### config.mk
export PLATFORM = sky130hd
export DESIGN_NAME = wb_stage_flat
export DESIGN_NICKNAME = d
export VERILOG_FILES = /design/src/core_pkg.sv /design/src/stage_if.sv /design/src/wb_stage.sv /design/src/flat_wrapper.sv
export SDC_FILE = /design/constraint.sdc
export NUM_CORES = 1
export LEC_CHECK = 0
export ABC_AREA = 1
export BUFFER_PORTS_ARGS = -buffer_cell sky130_fd_sc_hd__buf_4
export CAP_MARGIN = 20
export CORE_AREA = 2 2 127 129
export DETAILED_ROUTE_END_ITERATION = 8
export DIE_AREA = 0 0 129 131
export SLEW_MARGIN = 20
export SYNTH_ARGS = -nofsm -noshare
export SYNTH_HDL_FRONTEND = slang
export SYNTH_SLANG_ARGS = --single-unit
### constraint.sdc
create_clock -name vclk -period 0.8
set_input_delay 0.04 -clock vclk [all_inputs]
set_output_delay 0.04 -clock vclk [all_outputs]
set_load 0.01 [all_outputs]
### src/core_pkg.sv
/*
  Shared definitions for the three-stage execution pipeline.
  Holds the data and register widths, the data memory size, the opcode
  encoding and the bit positions of the instruction fields. Modules and
  the stage interface import this package with a wildcard import.
*/
package core_pkg;

  // Widths and sizes
  localparam int data_width_lp      = 32;
  localparam int reg_addr_width_lp  = 3;
  localparam int num_regs_lp        = 8;
  localparam int dmem_addr_width_lp = 8;
  localparam int dmem_words_lp      = 256;
  localparam int imm_width_lp       = 16;
  localparam int pc_step_lp         = 4;

  // Instruction field layout
  localparam int op_msb_lp  = 31;
  localparam int op_lsb_lp  = 28;
  localparam int rd_msb_lp  = 27;
  localparam int rd_lsb_lp  = 25;
  localparam int rs1_msb_lp = 24;
  localparam int rs1_lsb_lp = 22;
  localparam int rs2_msb_lp = 21;
  localparam int rs2_lsb_lp = 19;
  localparam int imm_msb_lp = 15;
  localparam int imm_lsb_lp = 0;

  localparam int op_width_lp = op_msb_lp - op_lsb_lp + 1;

  // Codes above OP_SW decode as OP_NOP
  typedef enum logic [op_width_lp-1:0] {
    OP_NOP  = 4'h0,
    OP_ADD  = 4'h1,
    OP_SUB  = 4'h2,
    OP_ADDI = 4'h3,
    OP_LW   = 4'h4,
    OP_SW   = 4'h5
  } opcode_e;

endpackage

### src/stage_if.sv
/*
  One instruction's results as they travel between pipeline registers.
  The owning stage drives every field through src, the next stage and
  the forwarding logic read them through dst. valid low marks a bubble.
*/
`timescale 1ns/1ps

interface stage_if
  import core_pkg::*;
();

  logic                          valid;
  logic [data_width_lp-1:0]      pc;
  logic [data_width_lp-1:0]      instr;
  opcode_e                       opcode;
  logic [reg_addr_width_lp-1:0]  rd;
  logic                          wen;
  logic [data_width_lp-1:0]      result;
  logic                          is_load;
  logic                          is_store;
  logic [dmem_addr_width_lp-1:0] dmem_addr;
  logic [data_width_lp-1:0]      store_data;

  modport src (output valid, pc, instr, opcode, rd, wen, result,
               is_load, is_store, dmem_addr, store_data);

  modport dst (input valid, pc, instr, opcode, rd, wen, result,
               is_load, is_store, dmem_addr, store_data);

endinterface

### src/wb_stage.sv
/*
  Writeback stage.
  Turns the writeback register into the register file write and into
  the trace record on the top-level ports. The record is present for
  the single cycle the instruction sits in writeback.
*/
`timescale 1ns/1ps

module wb_stage
  import core_pkg::*;
(
  stage_if.dst                          in,
  output logic                          rf_wen_o,
  output logic [reg_addr_width_lp-1:0]  rf_waddr_o,
  output logic [data_width_lp-1:0]      rf_wdata_o,
  output logic                          trace_v_o,
  output logic [data_width_lp-1:0]      trace_pc_o,
  output logic [data_width_lp-1:0]      trace_instr_o,
  output logic                          trace_wen_o,
  output logic [reg_addr_width_lp-1:0]  trace_rd_o,
  output logic [data_width_lp-1:0]      trace_wdata_o,
  output logic                          trace_load_o,
  output logic                          trace_store_o,
  output logic [dmem_addr_width_lp-1:0] trace_addr_o,
  output logic [data_width_lp-1:0]      trace_mem_data_o
);

  // Register 0 never gets written
  assign rf_wen_o   = in.valid && in.wen && (in.rd != '0);
  assign rf_waddr_o = in.rd;
  assign rf_wdata_o = in.result;

  assign trace_v_o     = in.valid;
  assign trace_pc_o    = in.pc;
  assign trace_instr_o = in.instr;
  assign trace_wen_o   = rf_wen_o;
  assign trace_rd_o    = in.rd;
  assign trace_wdata_o = in.result;
  assign trace_load_o  = in.valid && in.is_load;
  assign trace_store_o = in.valid && in.is_store;
  assign trace_addr_o  = in.dmem_addr;

  // Stored value for a store, loaded value otherwise
  assign trace_mem_data_o = in.is_store ? in.store_data : in.result;

endmodule
### src/flat_wrapper.sv
// flat-port wrapper written by rule: the top's interface ports become plain ports
module wb_stage_flat import core_pkg::*;
  (rf_wen_o, rf_waddr_o, rf_wdata_o, trace_v_o, trace_pc_o, trace_instr_o, trace_wen_o, trace_rd_o, trace_wdata_o, trace_load_o, trace_store_o, trace_addr_o, trace_mem_data_o, in_valid, in_pc, in_instr, in_opcode, in_rd, in_wen, in_result, in_is_load, in_is_store, in_dmem_addr, in_store_data);
  stage_if in_i ();
  output logic rf_wen_o;
  output logic [reg_addr_width_lp-1:0] rf_waddr_o;
  output logic [data_width_lp-1:0] rf_wdata_o;
  output logic trace_v_o;
  output logic [data_width_lp-1:0] trace_pc_o;
  output logic [data_width_lp-1:0] trace_instr_o;
  output logic trace_wen_o;
  output logic [reg_addr_width_lp-1:0] trace_rd_o;
  output logic [data_width_lp-1:0] trace_wdata_o;
  output logic trace_load_o;
  output logic trace_store_o;
  output logic [dmem_addr_width_lp-1:0] trace_addr_o;
  output logic [data_width_lp-1:0] trace_mem_data_o;
  input wire logic [$bits(in_i.valid)-1:0] in_valid;
  input wire logic [$bits(in_i.pc)-1:0] in_pc;
  input wire logic [$bits(in_i.instr)-1:0] in_instr;
  input wire logic [$bits(in_i.opcode)-1:0] in_opcode;
  input wire logic [$bits(in_i.rd)-1:0] in_rd;
  input wire logic [$bits(in_i.wen)-1:0] in_wen;
  input wire logic [$bits(in_i.result)-1:0] in_result;
  input wire logic [$bits(in_i.is_load)-1:0] in_is_load;
  input wire logic [$bits(in_i.is_store)-1:0] in_is_store;
  input wire logic [$bits(in_i.dmem_addr)-1:0] in_dmem_addr;
  input wire logic [$bits(in_i.store_data)-1:0] in_store_data;
  assign in_i.valid = in_valid;
  assign in_i.pc = in_pc;
  assign in_i.instr = in_instr;
  assign in_i.opcode = in_opcode;
  assign in_i.rd = in_rd;
  assign in_i.wen = in_wen;
  assign in_i.result = in_result;
  assign in_i.is_load = in_is_load;
  assign in_i.is_store = in_is_store;
  assign in_i.dmem_addr = in_dmem_addr;
  assign in_i.store_data = in_store_data;
  wb_stage u_core (.in(in_i), .rf_wen_o(rf_wen_o), .rf_waddr_o(rf_waddr_o), .rf_wdata_o(rf_wdata_o), .trace_v_o(trace_v_o), .trace_pc_o(trace_pc_o), .trace_instr_o(trace_instr_o), .trace_wen_o(trace_wen_o), .trace_rd_o(trace_rd_o), .trace_wdata_o(trace_wdata_o), .trace_load_o(trace_load_o), .trace_store_o(trace_store_o), .trace_addr_o(trace_addr_o), .trace_mem_data_o(trace_mem_data_o));
endmodule
Yosys cells after proc, flatten, opt, wreduce, memory -nomap -nowiden

Index checks and enable logic that the tools add are counted.

Reduce and logical (&&, ||, !) cells: 5
Mux-type cells: 1

Operators with widths:

| cell               | count |
|---|---|
| 2-to-1 mux 32 bit  | 1 |
| logical AND 1 bit  | 4 |
| nonzero test 3 bit | 1 |

Input bits: 147
Register bits: 0
Output and inout bits: 179
Logic and storage cells: 6

Depth between registers and ports, before layout

Depth after elaboration: 2
Mapped depth: 4
Mapped depth without buffers: 2

Worst setup path after synthesis

Ideal clock, no wire load.

Kind: input-to-output
Start point: input port in_rd[1]
End point: output port trace_wen_o
Data arrival time: 498 ps
Setup slack: 262 ps
Path buffers: 1
Stages: 3
Path through: inv_1 -> a21oi_1 -> buf_4

Cells in the longest elaborated chain, start to end: 2

Ends and longest elaborated chain:

| item               | RTL line           | source |
|---|---|---|
| start: declaration | flat_wrapper.sv:22 | `input wire logic [$bits(in_i.rd)-1:0] in_rd;` |
| nonzero test 3 bit | wb_stage.sv:29     | `assign rf_wen_o = in.valid && in.wen && (in.rd != '0);` |
| logical AND 1 bit  | wb_stage.sv:29     |  |
| end: declaration   | flat_wrapper.sv:11 | `output logic trace_wen_o;` |

No other way between the ends.

Worst setup path after layout

Start point: input port in_is_store
End point: output port trace_mem_data_o[30]

Cells in the longest elaborated chain, start to end: 1

Ends and longest elaborated chain:

| item               | RTL line           | source |
|---|---|---|
| start: declaration | flat_wrapper.sv:26 | `input wire logic [$bits(in_i.is_store)-1:0] in_is_store;` |
| 2-to-1 mux 32 bit  | wb_stage.sv:44     | `assign trace_mem_data_o = in.is_store ? in.store_data : in.result;` |
| end: declaration   | flat_wrapper.sv:17 | `output logic [data_width_lp-1:0] trace_mem_data_o;` |

No other way between the ends.

==> flow_metrics.env <==
export IMPL_dp_hpwl_um=4190
export IMPL_relSlewSlack_pct=86.8
export IMPL_hold_path_depth=0
export IMPL_place_area_um2=2180
export IMPL_power_switching_w=0.000541
export IMPL_layout_drive_gt1_share_pct=72.5
export IMPL_clockPowerShare_pct=0
export IMPL_tns_ns=0
export IMPL_seq_power_share_pct=0
export IMPL_grt_pass1_wl_um=5910
export IMPL_max_cap_viol_count=0
export IMPL_postCtsSetupBuffers=0
export IMPL_dieArea_um2=16900
export IMPL_hold_class="input pin to primary output"
export IMPL_first_iter_violations=18
export IMPL_core_area_um2=15600
export IMPL_p_int_w=0.000709
export IMPL_netlist_area_leader_share_pct=64.2
export IMPL_post_cts_resized=0
export IMPL_cp_start_kind="input pin"
export IMPL_syn_avg_cell_area_um2=6.65
export IMPL_hold_buffers=0
export IMPL_setup_viol=0
export IMPL_period_minus_slack_ns=0.733
export IMPL_via_per_inst=2.87
export IMPL_final_max_slew_viol_count=0
export IMPL_powerDensity_nw_per_um2=575
export IMPL_fmax_ghz=1.36
export IMPL_p_total_w=0.00125
export IMPL_fillers=1815
export IMPL_grt_max_degree=36
export IMPL_die_h_um=131
export IMPL_status="finished clean"
export IMPL_crit_buf_inv=3
export IMPL_hold_end="trace_instr_o[16]"
export IMPL_worst_path_max_delay_cell="o21ai_0"
export IMPL_synthesis_area_um2=1700
export IMPL_cp_cell_sequence="buf_4, buf_12, o21ai_0, buf_4"
export IMPL_placedCellCount=500
export IMPL_grt_remaining_overflow=0
export IMPL_synth_cell_types=10
export IMPL_ant_nets=0
export IMPL_clkbuf_count=0
export IMPL_vias=1437
export IMPL_grt_pass1_vias=1177
export IMPL_areaGrowthSynthToFinish_pct=28.2
export IMPL_swShare_pct=43.3
export IMPL_wl_per_cell_um=9.27
export IMPL_cp_slowest_stage_delay_ns=0.20
export IMPL_worstHoldStart="in_instr[16]"
export IMPL_rows=46
export IMPL_finalWirelength_um=4640
export IMPL_fin_crit_sh_pct=91.6
export IMPL_p_leak_nw=1.23
export IMPL_portBuffers=178
export IMPL_dr_pass1_iters=3
export IMPL_combPwrFrac_pct=100.0
export IMPL_initial_utilization_pct=10.9
export IMPL_finalNonFillerCells=500
export IMPL_final_common_cell="buf_4"
export IMPL_ir_worst_vdd_v=0.000197
export IMPL_final_nets=433
export IMPL_critPathKind="input pin to primary output"
export IMPL_arrival_ns=0.69
export IMPL_cp_common_cell="buf_4"
export IMPL_worstPathRequired_ns=0.76
export IMPL_ios=326
export IMPL_grt_total_usage_pct=4.46
export IMPL_fin_ws_ns=0.0671
export IMPL_crit_path_end_kind="primary output"
export IMPL_worstMarginPinSlew_ns=0.198
export IMPL_synth_nets=402
export IMPL_gp_congestion=0.681
export IMPL_cp_max_fo=35
export IMPL_design_area_um2=2180
export IMPL_seq_cells=0
export IMPL_hold_viol=0
export IMPL_syn_inst=255
export IMPL_area_sequential_um2=0
export IMPL_diodes=0
export IMPL_cp_top_family="buffers and inverters"
export IMPL_ys_warn_count=0
export IMPL_synth_area_leaders="buf_4 (64%), o21ai_2 (13%), inv_1 (7.7%), nand2_1 (7.7%), buf_8 (2.7%)"
export IMPL_drc_errors=0
export IMPL_die_x_um=129
export IMPL_post_place_ws_ns=0.0401
export IMPL_rsz0062_at_grt="no"
export IMPL_final_cell_mix="buf_4 (178), inv_1 (35), nand2_1 (35)"
export IMPL_antenna_found_initial=0
export IMPL_synth_top_area_cell="buf_4"
export IMPL_seq_area_frac_synth_pct=0
[worst max-delay path by stage]
stage	from	to	slack, ns	depth (start not counted)
detailed placement	in_is_store	trace_mem_data_o[30]	0.04	4
floorplan	in_rd[1]	trace_wen_o	0.26	3
global route	in_is_store	trace_mem_data_o[0]	0.01	4
CTS	in_is_store	trace_mem_data_o[30]	0.04	4
finish	in_is_store	trace_mem_data_o[30]	0.07	4
global placement	in_is_store	trace_mem_data_o[0]	0.08	4
[layout make-up]
cell class                 instances  area (um^2)  share of cell area [%]
timing repair buffer             180         1380                    63.3
multi-input combinational         69          398                    18.3
inverter                          35          131                    6.04
tap                              216          270                    12.4
[routing by layer]
| layer | up-vias | GRT usage (%) | share of wire (%) |
|---|---|---|---|
| met2 | 149 | 8.00 | 47 |
| met4 | 0 | 4.60 | 10 |
| li1 | 682 | - | - |
| met5 | - | 0 | 0 |
| met1 | 560 | 3.71 | 29 |
| met3 | 46 | 1.59 | 14 |
[power groups by stage]
stage          Sequential [W]  Combinational [W]  Clock, W
2_1_floorplan               0            0.00109         0
3_3_place_gp                0            0.00126         0
3_5_place_dp                0            0.00127         0
4_1_cts                     0            0.00127         0
5_1_grt                     0            0.00136         0
6_report                    0            0.00125         0
[metrics by stage]
step | hold slack [ns] | utilization (%)
3_5_place_dp | 0.0801 | 13.9
2_1_floorplan | 0.169 | -
4_1_cts | 0.0801 | 13.9
5_1_grt | 0.0800 | 13.9
3_3_place_gp | 0.0801 | 13.9
6_report | 0.0800 | 13.9
[kinds of logic after synthesis]
family                 share of synthesized area [%]
AOI/OAI and AO/OA                               15.5
buffers and inverters                           76.5
and+or+nand+nor                                 7.96
[synthesized netlist by cell type (all sizes together)]
cell type,count
nand2,35
inv,35
o21ai,32
nor2,1
a21oi,1
buf,151
(Power assumes the default switching activity.)
