### src/core_pkg.sv
/*
  Shared definitions for the three-stage execution pipeline.
  Holds the data and register widths, the data memory size, the opcode
  encoding and the bit positions of the instruction fields. Modules and
  the stage interface import this package with a wildcard import.
*/
package core_pkg;

  // Widths and sizes
  localparam int data_width_lp      = 32;
  localparam int reg_addr_width_lp  = 3;
  localparam int num_regs_lp        = 8;
  localparam int dmem_addr_width_lp = 8;
  localparam int dmem_words_lp      = 256;
  localparam int imm_width_lp       = 16;
  localparam int pc_step_lp         = 4;

  // Instruction field layout
  localparam int op_msb_lp  = 31;
  localparam int op_lsb_lp  = 28;
  localparam int rd_msb_lp  = 27;
  localparam int rd_lsb_lp  = 25;
  localparam int rs1_msb_lp = 24;
  localparam int rs1_lsb_lp = 22;
  localparam int rs2_msb_lp = 21;
  localparam int rs2_lsb_lp = 19;
  localparam int imm_msb_lp = 15;
  localparam int imm_lsb_lp = 0;

  localparam int op_width_lp = op_msb_lp - op_lsb_lp + 1;

  // Codes above OP_SW decode as OP_NOP
  typedef enum logic [op_width_lp-1:0] {
    OP_NOP  = 4'h0,
    OP_ADD  = 4'h1,
    OP_SUB  = 4'h2,
    OP_ADDI = 4'h3,
    OP_LW   = 4'h4,
    OP_SW   = 4'h5
  } opcode_e;

endpackage

### src/reg_file.sv
/*
  Integer register file with two combinational read ports and one
  write port. Register 0 always reads as zero. Written by the writeback
  stage at the end of the writeback cycle.
*/
`timescale 1ns/1ps

module reg_file
  import core_pkg::*;
(
  input  logic                         clk_i,
  input  logic                         reset_i,
  input  logic [reg_addr_width_lp-1:0] rs1_addr_i,
  input  logic [reg_addr_width_lp-1:0] rs2_addr_i,
  output logic [data_width_lp-1:0]     rs1_data_o,
  output logic [data_width_lp-1:0]     rs2_data_o,
  input  logic                         wen_i,
  input  logic [reg_addr_width_lp-1:0] waddr_i,
  input  logic [data_width_lp-1:0]     wdata_i
);

  logic [data_width_lp-1:0] regs_r [num_regs_lp];

  always_ff @(posedge clk_i) begin
    if (reset_i) begin
      for (int i = 0; i < num_regs_lp; i++)
        regs_r[i] <= '0;
    end else if (wen_i) begin
      regs_r[waddr_i] <= wdata_i;
    end
  end

  assign rs1_data_o = (rs1_addr_i == '0) ? '0 : regs_r[rs1_addr_i];
  assign rs2_data_o = (rs2_addr_i == '0) ? '0 : regs_r[rs2_addr_i];

endmodule

### config.mk
export PLATFORM = sky130hd
export DESIGN_NAME = reg_file
export DESIGN_NICKNAME = d
export VERILOG_FILES = /design/src/core_pkg.sv /design/src/reg_file.sv
export SDC_FILE = /design/constraint.sdc
export NUM_CORES = 1
export LEC_CHECK = 0
export BUFFER_PORTS_ARGS = -buffer_cell sky130_fd_sc_hd__buf_2
export CAP_MARGIN = 20
export CORE_MARGIN = 4
export CORE_UTILIZATION = 35
export CTS_BUF_LIST = sky130_fd_sc_hd__clkbuf_16
export CTS_CLUSTER_DIAMETER = 150
export CTS_CLUSTER_SIZE = 10
export DETAILED_ROUTE_END_ITERATION = 8
export GPL_TIMING_DRIVEN = 0
export HOLD_SLACK_MARGIN = 0.05
export PLACE_DENSITY = 0.48
export SYNTH_ARGS = -nofsm -noshare
export SYNTH_HDL_FRONTEND = slang
export SYNTH_SLANG_ARGS = --single-unit
### constraint.sdc
create_clock -name clk_i -period 1.6 [get_ports clk_i]
set_input_delay 0.08 -clock clk_i [delete_from_list [all_inputs] [get_ports clk_i]]
set_output_delay 0.08 -clock clk_i [all_outputs]
set_load 0.01 [all_outputs]
Word-level counts from Yosys, hierarchy flattened
Memory sizes are Yosys's and may differ from the RTL's.
Cells that the tools add are included.
Storage, ports and cells
  logic and storage cells: 14
  output and inout port bits: 64
  register bits after elaboration: 0
  bits in writable memories: 256
  input port bits: 44
  memories: 1
Cells by class
  reduce and logical (&&, ||, !) cells: 3
  multiplexer cells: 10
Memories
  regs_r: depth 8, bits a word 32, rd ports 2, clocked after Yosys merged registers in 0, write ports 8, line reg_file.sv:22  | logic [data_width_lp-1:0] regs_r [num_regs_lp];
Operator list (number)
  32-bit two-way mux: 3
  32-bit OR reduction: 1
  3-bit logical NOT: 2
  1-bit two-way mux: 6
  3-bit two-way mux: 1

Longest topological paths before layout
Gate-level depths: netlist of run 1.
  depth after elaboration: 5
  depth in mapped cells: 6
  depth with buffers taken out: 3

Worst setup path after synthesis of run 1
Ideal clock, no wire load.
  path kind: input to register
  from: input waddr_i[1]
  to: memory regs_r[1][0] (enable)
  library setup time: 0.375 ns
  cell stages on the path: 3
  setup slack: 0.084 ns
  required time: 1.225 ns
  data arrival time: 1.141 ns
  buffers on the path: 0
  cells stage by stage: or3b_4 nor2_4 or2_2
RTL lines
  from (decl): line reg_file.sv:18  | input logic [reg_addr_width_lp-1:0] waddr_i,
  to (decl): line reg_file.sv:22

==> metrics.md, run 1 <==
| Metric | Value |
|---|---|
| Synth cell types | `28` |
| Area grow syn2layout | `34.3%` |
| Status | `complete, but fails checks` |
| Die height | `192 um` |
| Mean area per synthesized cell | `13.5 um2` |
| First-pass GRT wire length | `58.2 mm` |
| Final worst-path cycle share | `119%` |
| Aggregate global routing overflow | `0` |
| Final WS setup | `-0.310 ns` |
| Total internal power | `10.9 mW` |
| Top Registers | `regs_r: 224 flops` |
| Main flop type after synthesis | `edfxtp_1` |
| RSZ-0062 raised after global routing | `true` |
| P_leak | `6.12 nW` |
| Max FFs per register | `224` |
| Ys async rst share | `0%` |
| Final hold vios | `0` |
| Post-Synthesis Cell Area | `11900 um2` |
| Commonest non-fill, non-tap cell in the layout | `and2_1` |
| H-tree levels | `1` |
| Starting DRT DRC Count | `587` |
| Starting density of the core | `35.4%` |
| Ant. Diodes | `0` |
| Clk pwr share | `34.8%` |
| Root Buffer | `clkbuf_16` |
| Layout Cells excl Fill | `1548` |
| CP Capture Point | `rs2_data_o[26]` |
| Final core occ | `47.6%` |
| Critical Path AT | `1.83 ns` |
| Seq/Total Area, Yosys | `56.7%` |
| FMAX | `524 MHz` |
| Vias per cell | `5.34` |
| Pwr Total | `14.9 mW` |
| Nets | `1144` |
| Relative slew slack | `51.8%` |
| WL final | `40.9 mm` |
| Final setup fails | `75` |
| Max-Cap Viols | `0` |
| Pre-CTS setup slack | `-0.885 ns` |
| Num ports | `108` |
| Failing checks | `setup timing` |
| Comb power frac | `18.0%` |
| Dpl hpwl | `24.7 mm` |
| Fraction of final layout cells sized beyond drive strength 1 | `41.2%` |
| Final GP Congestion | `0.770` |
| Sw frac | `26.6%` |
| Peak VDD IR | `0.616 mV` |
| CTS tree | `yes` |
| Sequential Power Share | `47.2%` |
| Placed Instances | `1433` |
| Wl on met1 | `18.7 mm` |
| DR WL met3 | `1.68 mm` |
| Vias | `8265` |
| Worst-path fanout max | `2` |
| Sw Pwr | `3.96 mW` |
| Die X | `192 um` |
| Row cnt | `67` |
| DRC | `0` |
| Max-slew violations | `0` |
| Pin count of the biggest net entering global routing | `33` |
| Die Area | `36900 um2` |
| Placed cell area | `12900 um2` |
| Yosys reg bits | `224` |
| Top reg by flops | `regs_r` |
| Clk buf depth | `3` |
| Uppermost routed layer | `met4` |
| Startpoint Class | `register` |
| WL/cell | `26.4 um` |
| Slew @ Worst Pin | `0.723 ns` |
| Number of global-route vias before repair | `8804` |
| Cell Pwr Density | `937 nW/um2` |
| Post-synth EDFFs | `224` |
| Initial antenna violation count | `0` |
| Crit Path Category | `register to output port` |
| I/O Buffers | `103` |
| Total track usage | `21.6%` |
| Syn Nets | `925` |
| CP required | `1.52 ns` |
| Most frequent cells in the layout | `and2_1 (225), edfxtp_1 (224), mux2i_1 (124)` |
| Worst Hold Class | `primary input to register` |
| Worst Setup End Kind | `output port` |
| Gate Count Post-Synth | `881` |
| Design area | `15900 um2` |
| Met2 WL | `19.6 mm` |
| CP startpoint | `regs_r[3][26]$_SDFFCE_PN0P_` |
| ANT nets after route | `0` |
| Minimum clock period | `1.91 ns` |
| Yosys warnings | `0` |
| Clock Sinks | `224` |
| Core Region | `33400 um2` |
| Final hold slack | `0.104 ns` |
| CTS clock-pin slew for the worst setup and hold paths | `0.05 ns` |
| TNS Setup | `-12.37 ns` |
| CTS buffer count | `26` |
| 1st-pass router iterations | `5` |
-- cell usage after synthesis, types with 2 or more instances --
cell type  number  area share (%)
nor2_4          3            0.28
clkbuf_4        5            0.32
buf_6           2            0.19
or2_2           7            0.37
edfxtp_1      224              57
clkbuf_1       38             1.2
nand2b_1        3            0.16
nor2_1          3           0.095
buf_4           8            0.51
a221oi_1      122             9.0
buf_2          16            0.68
a211oi_1        4            0.25
a311oi_1        4            0.30
nor2b_1         7            0.37
and2_1        226              12
nand2_1         2           0.063
mux2i_1       124              10
clkbuf_2       10            0.42
mux2_2         64             6.1
-- power by group through the flow --
| stage | combinational (mW) | sequential (mW) | clock, mW |
|---|---|---|---|
| 2_1_floorplan | 1.10 | 7.08 | 0 |
| 3_3_place_gp | 1.87 | 7.14 | 0 |
| 3_5_place_dp | 1.89 | 7.14 | 0 |
| 4_1_cts | 2.37 | 7.02 | 5.27 |
| 5_1_grt | 2.85 | 7.08 | 5.50 |
| 6_report | 2.68 | 7.04 | 5.19 |
-- cell families after synthesis --
logic type	after synthesis	synth area share, %
AOI/OAI and AO/OA	133	9.73
buffers and inverters	81	3.38
DFF	224	56.7
muxes	188	16.6
and+or+nand+nor	255	13.6
-- layout make-up --
type                            instances  area, um2
Fill cell                            2957      17500
Timing Repair Buffer                  191       1270
Clock buffer                           27        676
Multi-Input combinational cell        577       6200
Inverter                                1       3.75
Buffer                                 79        475
Sequential cell                       224       6730
Clock inverter                          1       8.76
Tap cell                              448        561
-- what timing repair did --
| item | in CTS | in global routing |
|---|---|---|
| hold buffers | 32 | 0 |
| endpoints found under the hold margin | 224 | 0 |
| gates resized for setup | 164 | 109 |
| endpoints found under the setup margin | 256 | 90 |
| gates cloned | 0 | 1 |
| setup buffers | 38 | 18 |
| pin swaps | 24 | 39 |
-- worst min-delay path by stage --
stage                    start                           to  slack [ns]  cells after the start
detailed placement  wdata_i[7]   regs_r[4][7]$_SDFFCE_PN0P_        0.44                      2
global route        waddr_i[0]   regs_r[2][0]$_SDFFCE_PN0P_         0.1                      3
finish              waddr_i[2]  regs_r[2][31]$_SDFFCE_PN0P_        0.10                      3
CTS                 waddr_i[2]  regs_r[2][31]$_SDFFCE_PN0P_        0.08                      3
floorplan           wdata_i[0]   regs_r[1][0]$_SDFFCE_PN0P_        0.28                      1
global placement    wdata_i[7]   regs_r[6][7]$_SDFFCE_PN0P_        0.44                      2
-- worst max-delay path, stage by stage (launching register included) --
cell      delay [ns]
edfxtp_1        0.41
mux2_2          0.29
a221oi_2        0.29
a311oi_2        0.11
buf_2           0.20
-- routing by layer --
layer / vias up / track usage, %
met3: 51 / 2.69
li1: 3865 / -
met5: - / 0
met1: 4134 / 30.0
met2: 215 / 36.1
met4: 0 / 5.16
No activity file was read; power rests on OpenSTA's default activity.
==> inputs of run 2 (changes only) <==
CORE_ASPECT_RATIO = 1.2   (was unset)
==> metrics.md, run 2 (synthesis results as in run 1) <==
| Metric | Value |
|---|---|
| Critical Path AT | `1.78 ns` |
| Most frequent cells in the layout | `and2_1 (226), edfxtp_1 (224), mux2i_1 (124)` |
| 1st-pass router iterations | `4` |
| Final setup fails | `64` |
| P_leak | `6.16 nW` |
| Crit Path Category | `register to output port` |
| Design area | `16000 um2` |
| CTS buffer count | `26` |
| Final GP Congestion | `0.788` |
| I/O Buffers | `103` |
| Row cnt | `73` |
| Vias per cell | `5.36` |
| Total track usage | `21.8%` |
| Top reg by flops | `regs_r` |
| Pin count of the biggest net entering global routing | `33` |
| CTS clock-pin slew for the worst setup and hold paths | `0.06 ns` |
| Final WS setup | `-0.260 ns` |
| Final core occ | `48.1%` |
| Vias | `8372` |
| Minimum clock period | `1.86 ns` |
| Placed Instances | `1438` |
| Placed cell area | `13000 um2` |
| Final hold vios | `0` |
| Num ports | `108` |
| CTS tree | `yes` |
| Clk buf depth | `3` |
| Area grow syn2layout | `34.8%` |
| Peak VDD IR | `0.686 mV` |
| Relative slew slack | `38.7%` |
| Worst Setup End Kind | `output port` |
| First-pass GRT wire length | `59.5 mm` |
| Die X | `176 um` |
| Dpl hpwl | `25.3 mm` |
| ANT nets after route | `0` |
| Initial antenna violation count | `1` |
| DRC | `0` |
| Starting DRT DRC Count | `515` |
| Max FFs per register | `224` |
| H-tree levels | `1` |
| Status | `complete, but fails checks` |
| Worst-path fanout max | `2` |
| FMAX | `538 MHz` |
| Core Region | `33200 um2` |
| Die Area | `36900 um2` |
| RSZ-0062 raised after global routing | `true` |
| Die height | `210 um` |
| Aggregate global routing overflow | `0` |
| Cell Pwr Density | `932 nW/um2` |
| Worst Hold Class | `primary input to register` |
| WL/cell | `26.3 um` |
| Number of global-route vias before repair | `9149` |
| Nets | `1154` |
| Layout Cells excl Fill | `1561` |
| Max-Cap Viols | `0` |
| CP required | `1.52 ns` |
| Clock Sinks | `224` |
| Startpoint Class | `register` |
| WL final | `41.1 mm` |
| Slew @ Worst Pin | `0.919 ns` |
| Top Registers | `regs_r: 224 flops` |
| Max-slew violations | `0` |
| Fraction of final layout cells sized beyond drive strength 1 | `41.1%` |
| Root Buffer | `clkbuf_16` |
| Commonest non-fill, non-tap cell in the layout | `and2_1` |
| Starting density of the core | `35.7%` |
| Final worst-path cycle share | `116%` |
| Failing checks | `setup timing` |
-- run 2: cell types whose count changed in the layout (fill, tap and decap cells not counted), sizes merged --
cell and delta:
buf +13, clkbuf -2, diode +1, or2 -1
-- run 2: power breakdown --
part           switching [mW]  total, mW  internal, mW
clock network            2.23       5.17          2.94
registers               0.194       7.04          6.84
logic                    1.52       2.69          1.18
-- run 2: through the flow --
step	hold WS, ns	setup WS [ns]	power, mW	TNS, ns
floorplan	0.278	0.0839	8.18	0
global route	0.105	-0.305	15.4	-15.73
finish	0.0946	-0.260	14.9	-12.14
CTS	0.0781	-0.268	14.7	-13.92
global placement	0.437	-0.778	9.01	-203.57
detailed placement	0.440	-0.704	9.05	-149.66
-- run 2: repair_timing --
action / CTS / global route
pin swaps: 30 / 42
buffers inserted: 40 / 25
endpoints found under the hold margin: 224 / 0
setup endpoints to repair: 160 / 82
gates resized for setup: 158 / 105
hold buffers: 32 / 0
-- run 2: layout make-up --
cell class,count,area [um2]
Fill cell,3008,17300
Sequential cell,224,6730
Multi-Input combinational cell,576,6130
Timing Repair Buffer,202,1390
Clock buffer,27,676
Tap cell,450,563
Buffer,79,479
Clock inverter,1,8.76
Inverter,1,3.75
Antenna cell,1,2.50
-- run 2: final timing paths --
check	start	end	slack [ns]	cells past startpoint
worst max-delay path	regs_r[3][30]$_SDFFCE_PN0P_	rs1_data_o[30]	-0.26	4
worst min-delay path	waddr_i[2]	regs_r[2][0]$_SDFFCE_PN0P_	0.09	3
-- run 2: critical path, cell delays in order (launching register included) --
cell	delay, ns
edfxtp_1	0.41
mux2_4	0.29
a221oi_4	0.31
a221oi_2	0.06
buf_2	0.17
-- run 2: metal layers --
metal / GRT usage, % / up-vias / routed length, um
li1: - / 3887 / -
met4: 6.94 / 0 / 1080
met5: 0 / - / 0
met1: 27.5 / 4194 / 17100
met3: 3.33 / 60 / 1990
met2: 38.7 / 231 / 21000
